[src/common/lat_dpram_consts.svh]
// Latency DPRAM constants

`ifndef LAT_DPRAM_CONSTS_SVH
`define LAT_DPRAM_CONSTS_SVH

// width of one memory word in bits
`define LAT_DATA_WIDTH 8

// number of words held by the RAM
`define LAT_MEM_DEPTH 16

// address width, enough to reach every word of the RAM
`define LAT_ADDR_WIDTH 4

// port A latencies as plain counts of added cycles
// write latency is the number of cycles a command waits before the RAM sees it
`define LAT_WR_LATENCY_A 2

// read latency is the number of cycles added after the RAM read register
`define LAT_RD_LATENCY_A 1

// port B latencies, counted the same way as for port A
`define LAT_WR_LATENCY_B 3

// a read latency of zero means the RAM read register drives the port directly
`define LAT_RD_LATENCY_B 0

// total read turnaround on each port is write latency plus one plus read latency
// with the values above both ports return read data four cycles after the request

`endif

[src/common/lat_dpram_pkg.sv]
// Latency DPRAM shared types

`default_nettype none

`include "lat_dpram_consts.svh"

package lat_dpram_pkg;

  // one memory word
  typedef logic [`LAT_DATA_WIDTH-1:0] data_t;

  // one word address
  typedef logic [`LAT_ADDR_WIDTH-1:0] addr_t;

  // one port command as it travels down the write delay line
  // en low marks an idle cycle and the other fields are then don't care
  // en high with we high is a write of wdata to addr
  // en high with we low is a read of addr
  typedef struct packed {
    logic  en;
    logic  we;
    addr_t addr;
    data_t wdata;
  } mem_cmd_t;

  // one read response as it travels down the read delay line
  // valid is high for exactly one cycle per read command
  // data is only meaningful while valid is high
  typedef struct packed {
    logic  valid;
    data_t data;
  } rd_resp_t;

  // a cleared command is an idle cycle
  // the delay lines rely on this when they reset to all zeros
  // a cleared response is likewise an empty slot with valid low
  // so the all zero reset value of both types is always harmless

endpackage

`default_nettype wire

[src/lat_delay_line.sv]
// Configurable depth delay line

`timescale 1ns/100ps
`default_nettype none

module lat_delay_line #(
  // payload carried through the line, any packed type
  parameter type    payload_t = logic,
  // number of register stages, zero gives a straight connection
  parameter integer DEPTH     = 1
) (
  input  wire           clka,
  input  wire           i_rst_n,
  input  wire payload_t i_data,
  output payload_t      o_data
);

  // a negative depth has no meaning for a shift register
  if (DEPTH < 0)
  begin : g_bad_depth
    $error("lat_delay_line needs DEPTH of zero or more");
  end

  if (DEPTH == 0)
  begin : g_bypass
    // no stages so the payload passes through within the same cycle
    assign o_data = i_data;
  end
  else
  begin : g_pipe
    localparam integer CNT_W = $clog2(DEPTH + 1);

    // stage 0 takes the input and the last stage feeds the output
    payload_t stage_q [DEPTH];

    // counts cycles since reset was released, saturating at DEPTH
    logic [CNT_W-1:0] run_cnt_q;

    always_ff @(posedge clka)
    begin
      if (!i_rst_n)
      begin
        // every stage clears so enables and valids start inactive
        for (int i = 0; i < DEPTH; i++)
        begin
          stage_q[i] <= payload_t'('0);
        end
      end
      else
      begin
        stage_q[0] <= i_data;
        // shift one place per cycle toward the output
        for (int i = 1; i < DEPTH; i++)
        begin
          stage_q[i] <= stage_q[i-1];
        end
      end
    end

    assign o_data = stage_q[DEPTH-1];

    // the line is only fully loaded with live data DEPTH cycles after reset
    always_ff @(posedge clka)
    begin
      if (!i_rst_n)
      begin
        run_cnt_q <= '0;
      end
      else if (run_cnt_q != CNT_W'(DEPTH))
      begin
        run_cnt_q <= run_cnt_q + 1'b1;
      end
    end

    // once the line is full the output is the input from DEPTH edges before
    a_delay_exact : assert property (
      @(posedge clka) disable iff (!i_rst_n)
      (run_cnt_q == CNT_W'(DEPTH)) |-> (o_data == $past(i_data, DEPTH))
    );
  end

endmodule

`default_nettype wire

[src/dpram/dpram_core.sv]
// Two port synchronous RAM core

`timescale 1ns/100ps
`default_nettype none

`include "lat_dpram_consts.svh"

module dpram_core (
  input  wire                          clka,
  input  wire                          i_rst_n,
  input  wire lat_dpram_pkg::mem_cmd_t i_cmd_a,
  input  wire lat_dpram_pkg::mem_cmd_t i_cmd_b,
  output lat_dpram_pkg::rd_resp_t      o_resp_a,
  output lat_dpram_pkg::rd_resp_t      o_resp_b
);

  import lat_dpram_pkg::*;

  // storage array whose contents survive reset
  data_t mem [`LAT_MEM_DEPTH];

  // decoded command kinds per port
  logic wr_a;
  logic wr_b;
  logic rd_a;
  logic rd_b;

  // registered read data per port
  data_t rd_data_a_q;
  data_t rd_data_b_q;

  // registered read valid flags per port
  logic rd_valid_a_q;
  logic rd_valid_b_q;

  assign wr_a = i_cmd_a.en && i_cmd_a.we;
  assign wr_b = i_cmd_b.en && i_cmd_b.we;
  assign rd_a = i_cmd_a.en && !i_cmd_a.we;
  assign rd_b = i_cmd_b.en && !i_cmd_b.we;

  // both ports write in one block
  // port B is applied last so it wins when both hit the same word
  always_ff @(posedge clka)
  begin
    if (wr_a)
    begin
      mem[i_cmd_a.addr] <= i_cmd_a.wdata;
    end
    if (wr_b)
    begin
      mem[i_cmd_b.addr] <= i_cmd_b.wdata;
    end
  end

  // read first behaviour
  // the array is sampled before this edge's writes land
  // so a read of a word being written by either port returns the old word
  always_ff @(posedge clka)
  begin
    if (rd_a)
    begin
      rd_data_a_q <= mem[i_cmd_a.addr];
    end
    if (rd_b)
    begin
      rd_data_b_q <= mem[i_cmd_b.addr];
    end
  end

  // valid follows the read enable by exactly one cycle
  always_ff @(posedge clka)
  begin
    if (!i_rst_n)
    begin
      rd_valid_a_q <= 1'b0;
      rd_valid_b_q <= 1'b0;
    end
    else
    begin
      rd_valid_a_q <= rd_a;
      rd_valid_b_q <= rd_b;
    end
  end

  // responses go out as a struct for the read delay lines
  assign o_resp_a.valid = rd_valid_a_q;
  assign o_resp_a.data  = rd_data_a_q;
  assign o_resp_b.valid = rd_valid_b_q;
  assign o_resp_b.data  = rd_data_b_q;

  // a read command on the port always produces a response on the next cycle
  property p_read_gives_resp(logic en, logic we, logic valid);
    @(posedge clka) disable iff (!i_rst_n)
    (en && !we) |=> valid;
  endproperty

  // a response never appears unless the port carried a read one cycle earlier
  property p_no_spurious_resp(logic en, logic we, logic valid);
    @(posedge clka) disable iff (!i_rst_n)
    !(en && !we) |=> !valid;
  endproperty

  a_resp_a : assert property (p_read_gives_resp(i_cmd_a.en, i_cmd_a.we, o_resp_a.valid));
  a_resp_b : assert property (p_read_gives_resp(i_cmd_b.en, i_cmd_b.we, o_resp_b.valid));

  a_quiet_a : assert property (p_no_spurious_resp(i_cmd_a.en, i_cmd_a.we, o_resp_a.valid));
  a_quiet_b : assert property (p_no_spurious_resp(i_cmd_b.en, i_cmd_b.we, o_resp_b.valid));

endmodule

`default_nettype wire

[src/latency_dpram_top.sv]
// Dual port RAM with per port latency

`timescale 1ns/100ps
`default_nettype none

`include "lat_dpram_consts.svh"

module latency_dpram_top (
  input  wire                       clka,
  input  wire                       i_rst_n,

  // port A command inputs
  input  wire                       i_en_a,
  input  wire                       i_we_a,
  input  wire lat_dpram_pkg::addr_t i_addr_a,
  input  wire lat_dpram_pkg::data_t i_wdata_a,

  // port A read outputs
  output lat_dpram_pkg::data_t      o_rd_data_a,
  output logic                      o_rd_valid_a,

  // port B command inputs
  input  wire                       i_en_b,
  input  wire                       i_we_b,
  input  wire lat_dpram_pkg::addr_t i_addr_b,
  input  wire lat_dpram_pkg::data_t i_wdata_b,

  // port B read outputs
  output lat_dpram_pkg::data_t      o_rd_data_b,
  output logic                      o_rd_valid_b
);

  import lat_dpram_pkg::*;

  // commands as presented on the ports
  mem_cmd_t cmd_a_in;
  mem_cmd_t cmd_b_in;

  // commands after the write latency, as the RAM sees them
  mem_cmd_t cmd_a_ram;
  mem_cmd_t cmd_b_ram;

  // responses straight out of the RAM read register
  rd_resp_t resp_a_ram;
  rd_resp_t resp_b_ram;

  // responses after the read latency, as the ports see them
  rd_resp_t resp_a_out;
  rd_resp_t resp_b_out;

  // gather the loose port signals into one command word per port
  assign cmd_a_in = '{en: i_en_a, we: i_we_a, addr: i_addr_a, wdata: i_wdata_a};
  assign cmd_b_in = '{en: i_en_b, we: i_we_b, addr: i_addr_b, wdata: i_wdata_b};

  // port A write latency
  // enable, write enable, address and data all move together
  lat_delay_line #(
    .payload_t (mem_cmd_t),
    .DEPTH     (`LAT_WR_LATENCY_A)
  ) u_wr_delay_a (
    .clka    (clka),
    .i_rst_n (i_rst_n),
    .i_data  (cmd_a_in),
    .o_data  (cmd_a_ram)
  );

  // port B write latency
  lat_delay_line #(
    .payload_t (mem_cmd_t),
    .DEPTH     (`LAT_WR_LATENCY_B)
  ) u_wr_delay_b (
    .clka    (clka),
    .i_rst_n (i_rst_n),
    .i_data  (cmd_b_in),
    .o_data  (cmd_b_ram)
  );

  // the RAM adds one cycle of its own for the read register
  dpram_core u_ram (
    .clka     (clka),
    .i_rst_n  (i_rst_n),
    .i_cmd_a  (cmd_a_ram),
    .i_cmd_b  (cmd_b_ram),
    .o_resp_a (resp_a_ram),
    .o_resp_b (resp_b_ram)
  );

  // port A read latency
  // valid rides with the data so it stays aligned at any depth
  lat_delay_line #(
    .payload_t (rd_resp_t),
    .DEPTH     (`LAT_RD_LATENCY_A)
  ) u_rd_delay_a (
    .clka    (clka),
    .i_rst_n (i_rst_n),
    .i_data  (resp_a_ram),
    .o_data  (resp_a_out)
  );

  // port B read latency, depth zero turns this into a plain wire
  lat_delay_line #(
    .payload_t (rd_resp_t),
    .DEPTH     (`LAT_RD_LATENCY_B)
  ) u_rd_delay_b (
    .clka    (clka),
    .i_rst_n (i_rst_n),
    .i_data  (resp_b_ram),
    .o_data  (resp_b_out)
  );

  // split the responses back onto the loose output ports
  assign o_rd_data_a  = resp_a_out.data;
  assign o_rd_valid_a = resp_a_out.valid;
  assign o_rd_data_b  = resp_b_out.data;
  assign o_rd_valid_b = resp_b_out.valid;

endmodule

`default_nettype wire

[config.mk]
export PLATFORM = sky130hd
export DESIGN_NAME = latency_dpram_top
export DESIGN_NICKNAME = d
export VERILOG_FILES = /design/src/common/lat_dpram_pkg.sv /design/src/lat_delay_line.sv /design/src/dpram/dpram_core.sv /design/src/latency_dpram_top.sv
export VERILOG_INCLUDE_DIRS = /design/src /design/src/common
export SDC_FILE = /design/constraint.sdc
export NUM_CORES = 1
export LEC_CHECK = 0
export ABC_AREA = 1
export BUFFER_PORTS_ARGS = -buffer_cell sky130_fd_sc_hd__buf_2
export CORE_ASPECT_RATIO = 0.8
export CORE_MARGIN = 5
export CORE_UTILIZATION = 35
export CTS_BUF_LIST = sky130_fd_sc_hd__clkbuf_4 sky130_fd_sc_hd__clkbuf_8 sky130_fd_sc_hd__clkbuf_16
export CTS_CLUSTER_DIAMETER = 100
export DETAILED_ROUTE_END_ITERATION = 6
export SYNTH_ARGS = -nofsm -noshare
export SYNTH_HDL_FRONTEND = slang
export SYNTH_SLANG_ARGS = --single-unit
[constraint.sdc]
create_clock -name clka -period 6.6 [get_ports clka]
set_input_delay 1.32 -clock clka [delete_from_list [all_inputs] [get_ports clka]]
set_output_delay 1.32 -clock clka [all_outputs]
set_load 0.005 [all_outputs]
# == Yosys cells after proc, flatten, opt, wreduce, memory -nomap -nowiden ==
# Memories as Yosys holds them, arrays and structs flattened. A register that Yosys moved wholly into a read port is not among the register bits.
# Index checks and enable logic that the tools add are counted.
# op_classes
muxes,13
n_bitwise,5
n_reduce_logical,7
# ops
cell,count
2-to-1 mux 14 bit,5
2-to-1 mux 9 bit,1
OR reduction 9 bit,1
2-to-1 mux 1 bit,7
OR 1 bit,5
logical AND 1 bit,4
zero test 1 bit,2
# word_totals
output_inout_bits,18
register_bits,2
inputBits,30
memories,4
ram_bits,207
# mem_list
name,depth,width,rd,rd_clocked_by_memory_dff,write_ports,line_no,text
u_ram.mem,16,8,2,2,2,dpram_core.sv:20,data_t mem [`LAT_MEM_DEPTH];
u_wr_delay_b.g_pipe.stage_q,3,14,3,0,3,lat_delay_line.sv:34,payload_t stage_q [DEPTH];
u_wr_delay_a.g_pipe.stage_q,2,14,2,0,2,lat_delay_line.sv:34,
u_rd_delay_a.g_pipe.stage_q,1,9,1,0,1,lat_delay_line.sv:34,

# == Longest topological paths before layout ==
# Gate-level depths: netlist (run 1).
# logic_depth
ltp_word,3
depth_mapped,11
ltp_nobuf,9

# == Cells and area by module ==
# A second synthesis (run 1) with hierarchy kept.
# hier_totals
hier_cells,1571
area_unflattened_um2,11499.8
# modules_own_cells
mod,seq_area_each_um2,instances,area_each_um2,cells_each
dpram_core,4364.2,1,8934.8,1288
lat_delay_line at u_wr_delay_b,840.8,1,1328.8,145
lat_delay_line at u_wr_delay_a,560.5,1,909.6,101
lat_delay_line at u_rd_delay_a,180.2,1,259.0,28
lat_delay_line at u_rd_delay_b,0.0,1,67.6,9

# == Worst setup path after synthesis (run 1) ==
# No wires, ideal clock.
# synth_timing
path_kind,register to register
startpoint,memory u_wr_delay_a.g_pipe.stage_q[0][22] in the netlist's numbering
endpoint,"memory u_ram.mem[10][0] in the netlist's numbering, enable pin"
t_arrival_ns,1.711
setup_time_ns,0.387
path_buffers,2
slack_ns,4.503
period_less_slack_ns,2.097
t_required_ns,6.213
stages_incl_launch_ff,6
path_cell_list,dfxtp_1 > inv_1 > buf_2 > buf_1 > nand2_1 > o31ai_1
# synth_rtl
element,line_no
start: declaration,lat_delay_line.sv:34
end: declaration,dpram_core.sv:20

==> results.sh, run 1 <==
export IMPL_holdBufCountCts=0
export IMPL_wl_met1_mm=16.2
export IMPL_drc=0
export IMPL_die_area_sq_um=35500
export IMPL_synth_cell_types=16
export IMPL_finalHoldViolCount=0
export IMPL_placed_area_sq_um=11600
export IMPL_drt_first_pass_iters=6
export IMPL_pre_cts_slack_ns=3.40
export IMPL_synth_top_family_by_area="simple AND/OR/NAND/NOR gates"
export IMPL_synth_compound_area_share_pct=6.84
export IMPL_startpoint_type="flip-flop"
export IMPL_fin_tns_setup_ns=0
export IMPL_path_cells="clkinv_1, buf_4, nand2_1, o31ai_1"
export IMPL_wl_per_cell_um=17.8
export IMPL_p_total_mw=3.17
export IMPL_cts_resized=0
export IMPL_synth_simple_gate_area_share_pct=31.7
export IMPL_maxSlewViolCount=0
export IMPL_synthAdderAreaFrac_pct=0
export IMPL_area_growth_synth_to_final_pct=12.5
export IMPL_gr_usage_all_layers_pct=19.3
export IMPL_nets=1557
export IMPL_tightest_slew_ns=1.25
export IMPL_core_area_sq_um=31400
export IMPL_synth_avg_cell_area_sq_um=7.26
export IMPL_power_density_nw_per_um2=254
export IMPL_crit_type="flip-flop to flip-flop"
export IMPL_drive_gt1_share_pct=7.77
export IMPL_whs_ns=0.405
export IMPL_timing_fmax_ghz=0.330
export IMPL_clock_latency_ns=0.54
export IMPL_port_buffer_count=47
export IMPL_syn_inst=1532
export IMPL_grt_pass1_vias=8592
export IMPL_core_rowCount=58
export IMPL_finalInstanceArea_sq_um=12500
export IMPL_grt_max_degree=81
export IMPL_cp_slowest_cell="o31ai_1"
export IMPL_vias_per_cell=4.87
export IMPL_dr_wl_met2_mm=13.5
export IMPL_synthMuxAreaShare_pct=0
export IMPL_num_vias=9574
export IMPL_ioPinCount=48
export IMPL_grt_setup_unrepaired="no"
export IMPL_vdd_drop_max_mv=0.191
export IMPL_p_leak_nw=5.95
export IMPL_diodes=0
export IMPL_die_height_um=169
export IMPL_yosysSeqAreaShare_pct=53.5
export IMPL_h_tree_depth=1
export IMPL_period_share_pct=45.9
export IMPL_drt_antenna_violating_nets=0
export IMPL_grt_pass1_wl_mm=52.4
export IMPL_clk_path_buf_depth=3
export IMPL_drv_cap=0
export IMPL_fin_skew_ns=0.0218
export IMPL_worstPathMaxFanout=44
export IMPL_cts_tree="yes"
export IMPL_antenna_found_initial=1
export IMPL_root_buffer="clkbuf_16"
export IMPL_required_ns=6.75
export IMPL_dr_wl_met3_mm=4.34
export IMPL_layoutNonFillerInstCount=1965
export IMPL_die_w_um=209
export IMPL_final_util_pct=39.8
export IMPL_gp_congestion=0.906
export IMPL_syn_nets=1562
export IMPL_highest_layer="met4"
export IMPL_initial_core_util_pct=35.4
export IMPL_drt_total_wl_mm=35.0
export IMPL_placedCellCount=1921
export IMPL_worst_slack_ns=3.57
export IMPL_cts_buffers=24
export IMPL_drt_initial_drc_count=1198
export IMPL_arrival_ns=3.17
export IMPL_cts_sinks=225
export IMPL_clk_pin_slew_ns=0.07
export IMPL_slew_headroom_pct=16.8
export IMPL_ys_warn_count=0
export IMPL_synthXorXnorAreaFrac_pct=0
export IMPL_status="complete, no violations"
export IMPL_slowest_delay_ns=1.05
export IMPL_dpl_hpwl_mm=22.8
export IMPL_syn_area_sq_um=11100
export IMPL_end_kind="flip-flop"
export IMPL_overflow=0
export IMPL_layout_min_cycle_time_ns=3.03
export IMPL_hold_class="flip-flop to flip-flop"
export IMPL_ys_ff_latch=225
export IMPL_cts_setup_buffers=0
export IMPL_setup_viol=0
==> cell usage in the layout, fill, tap and decap left out, drive strengths merged <==
cell type  synthesis  final
o21ai            128    128
o31ai             16     16
edfxtp           144    144
buf               36     65
nor3               6      6
inv              133    133
dfxtp             81     81
clkinv             1      5
nand2            920    920
clkbuf            60     40
nor2               7      7
==> final timing paths <==
check | start | to | slack [ns] | cells after the start
worst min register to register | u_wr_delay_a.g_pipe.stage_q[0][13] | u_wr_delay_a.g_pipe.stage_q[0][27] | 0.40 | 2
worst max register to register | u_wr_delay_a.g_pipe.stage_q[0][22] | u_ram.mem[0][6] | 3.57 | 4
worst max-delay path | u_wr_delay_a.g_pipe.stage_q[0][22] | u_ram.mem[0][6] | 3.57 | 4
worst min-delay path | u_wr_delay_a.g_pipe.stage_q[0][13] | u_wr_delay_a.g_pipe.stage_q[0][27] | 0.40 | 2
==> registers in the layout, indices dropped and copies added (netlist names) <==
signal,flops
u_ram.rd_data_b_q,8
u_ram.rd_valid_a_q,1
u_ram.rd_data_a_q,8
u_ram.rd_valid_b_q,1
u_ram.mem,128
u_rd_delay_a.g_pipe.stage_q,9
u_wr_delay_b.g_pipe.stage_q,42
u_wr_delay_a.g_pipe.stage_q,28
==> critical path: cells and delay by family (launching register included) <==
kind	cells	cell delay [ns]
AO/OA/AOI/OAI	1	1.05
buffers and inverters	2	0.97
flip-flops	1	0.32
AND/OR/NAND/NOR	1	0.27
==> power breakdown <==
part / leakage, nW / switching (mW) / internal (mW) / total, mW
clock network: 0.434 / 0.568 / 0.861 / 1.43
registers: 1.82 / 0.0238 / 1.52 / 1.54
logic: 3.70 / 0.140 / 0.0619 / 0.202
total: 5.95 / 0.732 / 2.44 / 3.17
==> final cells by class <==
cell class | count | area, sq um
clock buffers | 40 | 827
clock inverters | 4 | 30.0
fillers | 3234 | 18900
inverters | 134 | 503
multi-input cells | 1077 | 4310
flip-flops and latches | 225 | 5950
well taps | 420 | 526
repair buffers | 65 | 370
==> cells by family (layout without fill, tap and decap cells) <==
kind of cell,count (synthesis),after routing
and+or+nand+nor,933,933
AOI/OAI and AO/OA,144,144
DFF,225,225
buffers and inverters,230,243
==> cells in the mapped netlist, drive strengths merged <==
cell | count | area (sq um)
o31ai | 16 | 120
o21ai | 128 | 641
inv | 133 | 499
buf | 36 | 159
edfxtp | 144 | 4320
nor2 | 7 | 26.3
clkinv | 1 | 3.75
nand2 | 920 | 3450
dfxtp | 81 | 1620
nor3 | 6 | 50.1
clkbuf | 60 | 225
==> layer usage <==
| layer | track usage, % | vias up |
|---|---|---|
| met5 | 0 | - |
| met4 | 5.59 | 0 |
| met3 | 4.60 | 70 |
| met2 | 26.1 | 507 |
| met1 | 30.3 | 4300 |
| li1 | - | 4697 |
Note: power is estimated with default switching activity, not from simulation.
==> run 2: changes to the inputs <==
Clock period 6.6 ns to 2.8 ns, I/O delays scaled along.
==> run 2 against run 1 <==
Via count is 0.34% higher. Fmax is 24% higher. Clock skew down 0.0060 ns. Count of clock-buffer cells in the layout shrank 8. Clock power is 120% higher. Global-route usage is essentially flat. Flip-flop and latch count unchanged. Critical path depth grew 1. Cell count rose by 1.1%. Wire length is 0.62% lower.
==> results.sh, run 2 (same netlist as run 1, synthesis figures left out) <==
export IMPL_status="complete, no violations"
export IMPL_fin_tns_setup_ns=0
export IMPL_ioPinCount=48
export IMPL_wl_met1_mm=15.9
export IMPL_mostFrequentLayoutCells="nand2_1 (920), edfxtp_1 (144), inv_1 (130), o21ai_0 (126), dfxtp_1 (79)"
export IMPL_arrival_ns=2.67
export IMPL_r2r_slack_ns=0.36
export IMPL_startpoint_type="flip-flop"
export IMPL_highest_layer="met4"
export IMPL_clk_path_buf_depth=3
export IMPL_cts_setup_buffers=0
export IMPL_rr_startpoint="u_wr_delay_b.g_pipe.stage_q[0][37]"
export IMPL_die_w_um=209
export IMPL_drt_antenna_violating_nets=0
export IMPL_top_regs="u_ram.mem x128, u_wr_delay_b.g_pipe.stage_q x42, u_wr_delay_a.g_pipe.stage_q x28"
export IMPL_gr_usage_all_layers_pct=19.3
export IMPL_power_frac_clock_pct=42.8
export IMPL_core_area_sq_um=31400
export IMPL_sw_frac_of_total_pct=23.7
export IMPL_vdd_drop_max_mv=0.319
export IMPL_worstPathMaxFanout=34
export IMPL_seq_power_share_pct=50.5
export IMPL_drive_gt1_share_pct=8.87
export IMPL_clk_pin_slew_ns=0.06
export IMPL_power_density_nw_per_um2=572
export IMPL_p_sw_mw=1.71
export IMPL_cts_buffers=23
export IMPL_holdBufCountCts=0
export IMPL_core_rowCount=58
export IMPL_drv_cap=0
export IMPL_drt_initial_drc_count=1249
export IMPL_grt_max_degree=66
export IMPL_dr_wl_met3_mm=4.15
export IMPL_root_buffer="clkbuf_16"
export IMPL_fin_skew_ns=0.0159
export IMPL_drt_total_wl_mm=34.8
export IMPL_gp_congestion=0.923
export IMPL_vias_per_cell=4.83
export IMPL_h_tree_depth=1
export IMPL_final_common_cell="nand2_1"
export IMPL_path_cells="inv_2, nor3_2, nand2_1, o31ai_1, buf_4"
export IMPL_antenna_found_initial=0
export IMPL_end_kind="flip-flop"
export IMPL_grt_pass1_vias=8787
export IMPL_period_share_pct=87.1
export IMPL_hold_class="input pin to flip-flop"
export IMPL_top_register="u_ram.mem"
export IMPL_holdPathStages=3
export IMPL_num_vias=9607
export IMPL_nFillCells=3219
export IMPL_slowest_delay_ns=0.63
export IMPL_drc=0
export IMPL_layout_min_cycle_time_ns=2.44
export IMPL_wl_per_cell_um=17.5
export IMPL_overflow=0
export IMPL_die_area_sq_um=35500
export IMPL_dr_wl_met2_mm=14.1
export IMPL_r2r_cells=5
export IMPL_initial_core_util_pct=35.4
export IMPL_internal_power_mw=5.49
export IMPL_p_leak_nw=6.02
export IMPL_clock_latency_ns=0.52
export IMPL_finalHoldViolCount=0
export IMPL_nets=1580
export IMPL_whs_ns=0.219
export IMPL_drt_first_pass_iters=6
export IMPL_tightest_slew_ns=1.06
export IMPL_maxSlewViolCount=0
export IMPL_largest_register_ffs=128
export IMPL_slew_headroom_pct=29.4
export IMPL_cts_resized=0
export IMPL_required_ns=3.03
export IMPL_diodes=0
export IMPL_port_buffer_count=47
export IMPL_dpl_hpwl_mm=23.1
export IMPL_crit_type="flip-flop to flip-flop"
export IMPL_area_growth_synth_to_final_pct=13.1
export IMPL_min_to="u_wr_delay_a.g_pipe.stage_q[0][0]"
export IMPL_min_from="i_wdata_a[0]"
export IMPL_reg2reg_to="u_ram.mem[6][7]"
export IMPL_power_frac_comb_pct=6.7
export IMPL_timing_fmax_ghz=0.410
export IMPL_cts_tree="yes"
export IMPL_grt_setup_unrepaired="no"
export IMPL_cts_sinks=225
export IMPL_cp_slowest_cell="nor3_2"
export IMPL_setup_viol=0
export IMPL_die_height_um=169
export IMPL_grt_pass1_wl_mm=53.2
[run 2: cell count changes in the layout (fill, tap and decap cells not counted)]
cell	previous run	this run
clkinv_2	2	5
clkbuf_8	3	6
o31ai_1	13	16
buf_2	47	48
clkbuf_4	8	2
clkinvlp_4	0	1
o31ai_2	3	0
clkbuf_16	29	24
inv_4	0	1
buf_4	18	41
inv_6	0	2
inv_8	1	0
[run 2: how the worst max path moves through the flow]
stage | start | endpoint | slack, ns | depth (start not counted)
2_1_floorplan | u_wr_delay_a.g_pipe.stage_q[0][22] | u_ram.mem[10][0] | 0.70 | 5
3_3_place_gp | u_wr_delay_b.g_pipe.stage_q[0][37] | u_ram.mem[10][3] | 0.42 | 5
3_5_place_dp | u_wr_delay_b.g_pipe.stage_q[0][37] | u_ram.mem[6][1] | 0.40 | 5
4_1_cts | u_wr_delay_b.g_pipe.stage_q[0][37] | u_ram.mem[6][3] | 0.38 | 5
5_1_grt | u_wr_delay_b.g_pipe.stage_q[0][37] | u_ram.mem[10][0] | 0.26 | 5
6_report | u_wr_delay_b.g_pipe.stage_q[0][37] | u_ram.mem[6][7] | 0.36 | 5
[run 2: critical path: cells and delay by family, from the launching register on]
family | cells | cell delay (ns)
and+or+nand+nor | 2 | 1.09
buffers and inverters | 2 | 0.49
DFF | 1 | 0.37
AOI/OAI and AO/OA | 1 | 0.18
[run 2: power by group through the flow]
stage,Sequential (mW),Combinational (mW),Clock [mW]
2_1_floorplan,3.67,0.329,0
3_3_place_gp,3.70,0.469,0
3_5_place_dp,3.70,0.475,0
4_1_cts,3.63,0.477,3.13
5_1_grt,3.64,0.555,3.27
6_report,3.63,0.484,3.08
[run 2: layer usage]
layer | track usage [%] | vias to the layer above
met5 | 0 | -
li1 | - | 4743
met2 | 27.4 | 477
met3 | 5.10 | 46
met1 | 29.8 | 4341
met4 | 3.49 | 0
[run 2: stage by stage]
stage / setup WS, ns / power, mW / cell area, sq um / utilization, % / std cells
6_report: 0.361 / 7.19 / 12600 / 40.0 / 1987
5_1_grt: 0.264 / 7.46 / 12600 / 40.0 / 1987
4_1_cts: 0.380 / 7.23 / 12600 / 40.0 / 1986
3_5_place_dp: 0.399 / 4.18 / 11800 / 37.6 / 1944
3_3_place_gp: 0.415 / 4.17 / 11800 / 37.6 / 1944
2_1_floorplan: 0.703 / 4.00 / 11100 / - / 1532
[run 2: area by class of cell]
cell class	count	area, sq um	share of cell area (%)
multi-input cells	1077	4290	34.1
clock buffers	32	698	5.55
repair buffers	89	548	4.36
clock inverters	10	65.1	0.517
inverters	134	503	4.00
well taps	420	526	4.18
flip-flops and latches	225	5950	47.3
==> run 3: changes to the inputs <==
Settings changed: ABC_AREA 1 to not set, CTS_CLUSTER_SIZE set to 8.
==> run 3 against run 2 <==
Hold slack better by 0.042 ns. Fmax is 2.9% lower. Worst setup slack worse by 0.072 ns. Critical path type unchanged. Critical endpoint is now u_ram.rd_data_b_q[1].
==> results.sh, run 3 <==
export IMPL_status="complete, no violations"
export IMPL_final_common_cell="edfxtp_1"
export IMPL_synth_edf_count=144
export IMPL_worstPathMaxFanout=18
export IMPL_placedCellCount=1052
export IMPL_required_ns=3.02
export IMPL_clk_pin_slew_ns=0.05
export IMPL_yosys_area_top_type="edfxtp_1"
export IMPL_die_area_sq_um=33100
export IMPL_holdPathStages=2
export IMPL_core_rowCount=56
export IMPL_cts_resized=0
export IMPL_drt_total_wl_mm=28.0
export IMPL_drive_gt1_share_pct=45.6
export IMPL_initial_core_util_pct=35.4
export IMPL_hold_class="input pin to flip-flop"
export IMPL_tightest_slew_ns=1.16
export IMPL_timing_fmax_ghz=0.398
export IMPL_slew_headroom_pct=22.0
export IMPL_antenna_found_initial=0
export IMPL_port_buffer_count=47
export IMPL_r2r_cells=4
export IMPL_cts_setup_buffers=0
export IMPL_drc=0
export IMPL_finalInstanceArea_sq_um=12000
export IMPL_cts_sinks=225
export IMPL_grt_max_degree=82
export IMPL_top_register="u_ram.mem"
export IMPL_gr_usage_all_layers_pct=17.0
export IMPL_end_kind="flip-flop"
export IMPL_synth_avg_cell_area_sq_um=15.6
export IMPL_num_vias=6165
export IMPL_synth_top_cells_by_area="edfxtp_1 (42%), dfxtp_1 (16%), mux4_2 (14%)"
export IMPL_period_share_pct=89.7
export IMPL_cts_buffers=34
export IMPL_startpoint_type="flip-flop"
export IMPL_syn_nets=692
export IMPL_die_height_um=164
export IMPL_synthXorXnorAreaFrac_pct=0
export IMPL_arrival_ns=2.73
export IMPL_largest_register_ffs=128
export IMPL_h_tree_depth=2
export IMPL_cts_tree="yes"
export IMPL_drt_antenna_violating_nets=0
export IMPL_synthAdderAreaFrac_pct=0
export IMPL_gp_congestion=0.894
export IMPL_r2r_slack_ns=0.29
export IMPL_die_w_um=202
export IMPL_area_growth_synth_to_final_pct=16.4
export IMPL_syn_area_sq_um=10300
export IMPL_async_reset_ff_share_pct=0
export IMPL_setup_viol=0
export IMPL_synthMuxAreaShare_pct=28.4
export IMPL_ys_ff_latch=225
export IMPL_synth_compound_area_share_pct=3.23
export IMPL_ioPinCount=48
export IMPL_ys_warn_count=0
export IMPL_synth_simple_gate_area_share_pct=8.43
export IMPL_diodes=0
export IMPL_grt_pass1_wl_mm=41.4
export IMPL_ys_flop_type="edfxtp_1"
export IMPL_clk_path_buf_depth=3
export IMPL_wl_per_cell_um=25.3
export IMPL_grt_setup_unrepaired="no"
export IMPL_vdd_drop_max_mv=0.395
export IMPL_synth_top_family_by_area="multiplexers"
export IMPL_nFillCells=2639
export IMPL_clock_latency_ns=0.51
export IMPL_nets=741
export IMPL_maxSlewViolCount=0
export IMPL_layout_min_cycle_time_ns=2.51
export IMPL_drt_initial_drc_count=701
export IMPL_grt_pass1_vias=6362
export IMPL_synth_cell_types=28
export IMPL_drt_first_pass_iters=5
export IMPL_top_regs="u_ram.mem x128, u_wr_delay_b.g_pipe.stage_q x42, u_wr_delay_a.g_pipe.stage_q x28"
export IMPL_mostFrequentLayoutCells="edfxtp_1 (144), mux2_2 (112), and2_1 (83), dfxtp_1 (79), mux4_2 (64)"
export IMPL_yosysMostFrequentCell="edfxtp_1"
export IMPL_synth_common_cells="edfxtp_1 (144), mux2_2 (112), and2_1 (83)"
export IMPL_layoutNonFillerInstCount=1108
export IMPL_yosysSeqAreaShare_pct=57.5
export IMPL_crit_type="flip-flop to flip-flop"
export IMPL_core_area_sq_um=29200
export IMPL_yosysTopAreaCellShare_pct=41.8
export IMPL_fin_tns_setup_ns=0
export IMPL_drv_cap=0
export IMPL_placed_area_sq_um=11000
export IMPL_finalHoldViolCount=0
export IMPL_power_density_nw_per_um2=653
export IMPL_syn_inst=662
export IMPL_holdBufCountCts=0
export IMPL_dpl_hpwl_mm=18.6
export IMPL_root_buffer="clkbuf_16"
export IMPL_p_leak_nw=4.15
export IMPL_overflow=0
export IMPL_vias_per_cell=5.56
export IMPL_fin_skew_ns=0.0201
==> run 3: cell count changes after synthesis, sizes merged, moves of 16 or more <==
cell / delta
clkbuf: -28
and2: +83
mux4: +64
inv: -133
o31ai: -16
mux2: +128
o21ai: -122
a22oi: +32
nand2: -900
==> run 3: path summary, 6_finish.rpt <==
check                                     start                                  to
max reg2reg  u_wr_delay_b.g_pipe.stage_q[0][36]                u_ram.rd_data_b_q[1]
max          u_wr_delay_b.g_pipe.stage_q[0][36]                u_ram.rd_data_b_q[1]
min reg2reg   u_wr_delay_b.g_pipe.stage_q[0][1]  u_wr_delay_b.g_pipe.stage_q[0][15]
min                                i_wdata_b[2]   u_wr_delay_b.g_pipe.stage_q[0][2]
==> run 3: cell families after synthesis <==
family / count (synthesis)
muxes: 192
buffers and inverters: 57
AOI/OAI and AO/OA: 48
DFF: 225
and+or+nand+nor: 140
==> run 3: metal layers <==
layer	global-route usage, %	share of wire (%)	up-vias	wire, um
met5	0	0	-	0
met4	5.18	2.5	0	693
met3	6.18	12	54	3360
met2	25.4	44	326	12200
met1	23.4	42	3139	11700
li1	-	-	2646	-
==> run 3: area by class of cell <==
class	instances	area [sq um]	share of cell area, %
Clock buffer	54	1020	8.46
Clock inverter	2	17.5	0.146
Multi-Input combinational cell	380	4150	34.4
Sequential cell	225	5950	49.4
Tap cell	377	472	3.92
Timing Repair Buffer	70	433	3.60
==> run 3: worst max-delay path, stage by stage, from the launching register on <==
cell     delay [ns]
dfxtp_2        0.57
buf_4          0.43
mux4_2         0.58
a22oi_1        0.52
nand2_1        0.11
==> run 3: where the power goes <==
| group | switching, mW | internal (mW) | total, mW |
|---|---|---|---|
| Sequential | 0.0813 | 3.59 | 3.67 |
| Clock | 1.40 | 2.48 | 3.88 |
| Combinational | 0.141 | 0.168 | 0.309 |
==> run 3: per-stage QoR <==
| stage | worst slack [ns] | util, % | power (mW) | hold slack (ns) |
|---|---|---|---|---|
| after floorplan | 0.700 | - | 3.90 | 0.406 |
| after global placement | 0.394 | 37.6 | 4.03 | 0.415 |
| after detailed placement | 0.355 | 37.6 | 4.04 | 0.417 |
| after CTS | 0.334 | 41.2 | 7.93 | 0.236 |
| after global routing | 0.185 | 41.2 | 8.11 | 0.255 |
| final | 0.289 | 41.2 | 7.85 | 0.261 |
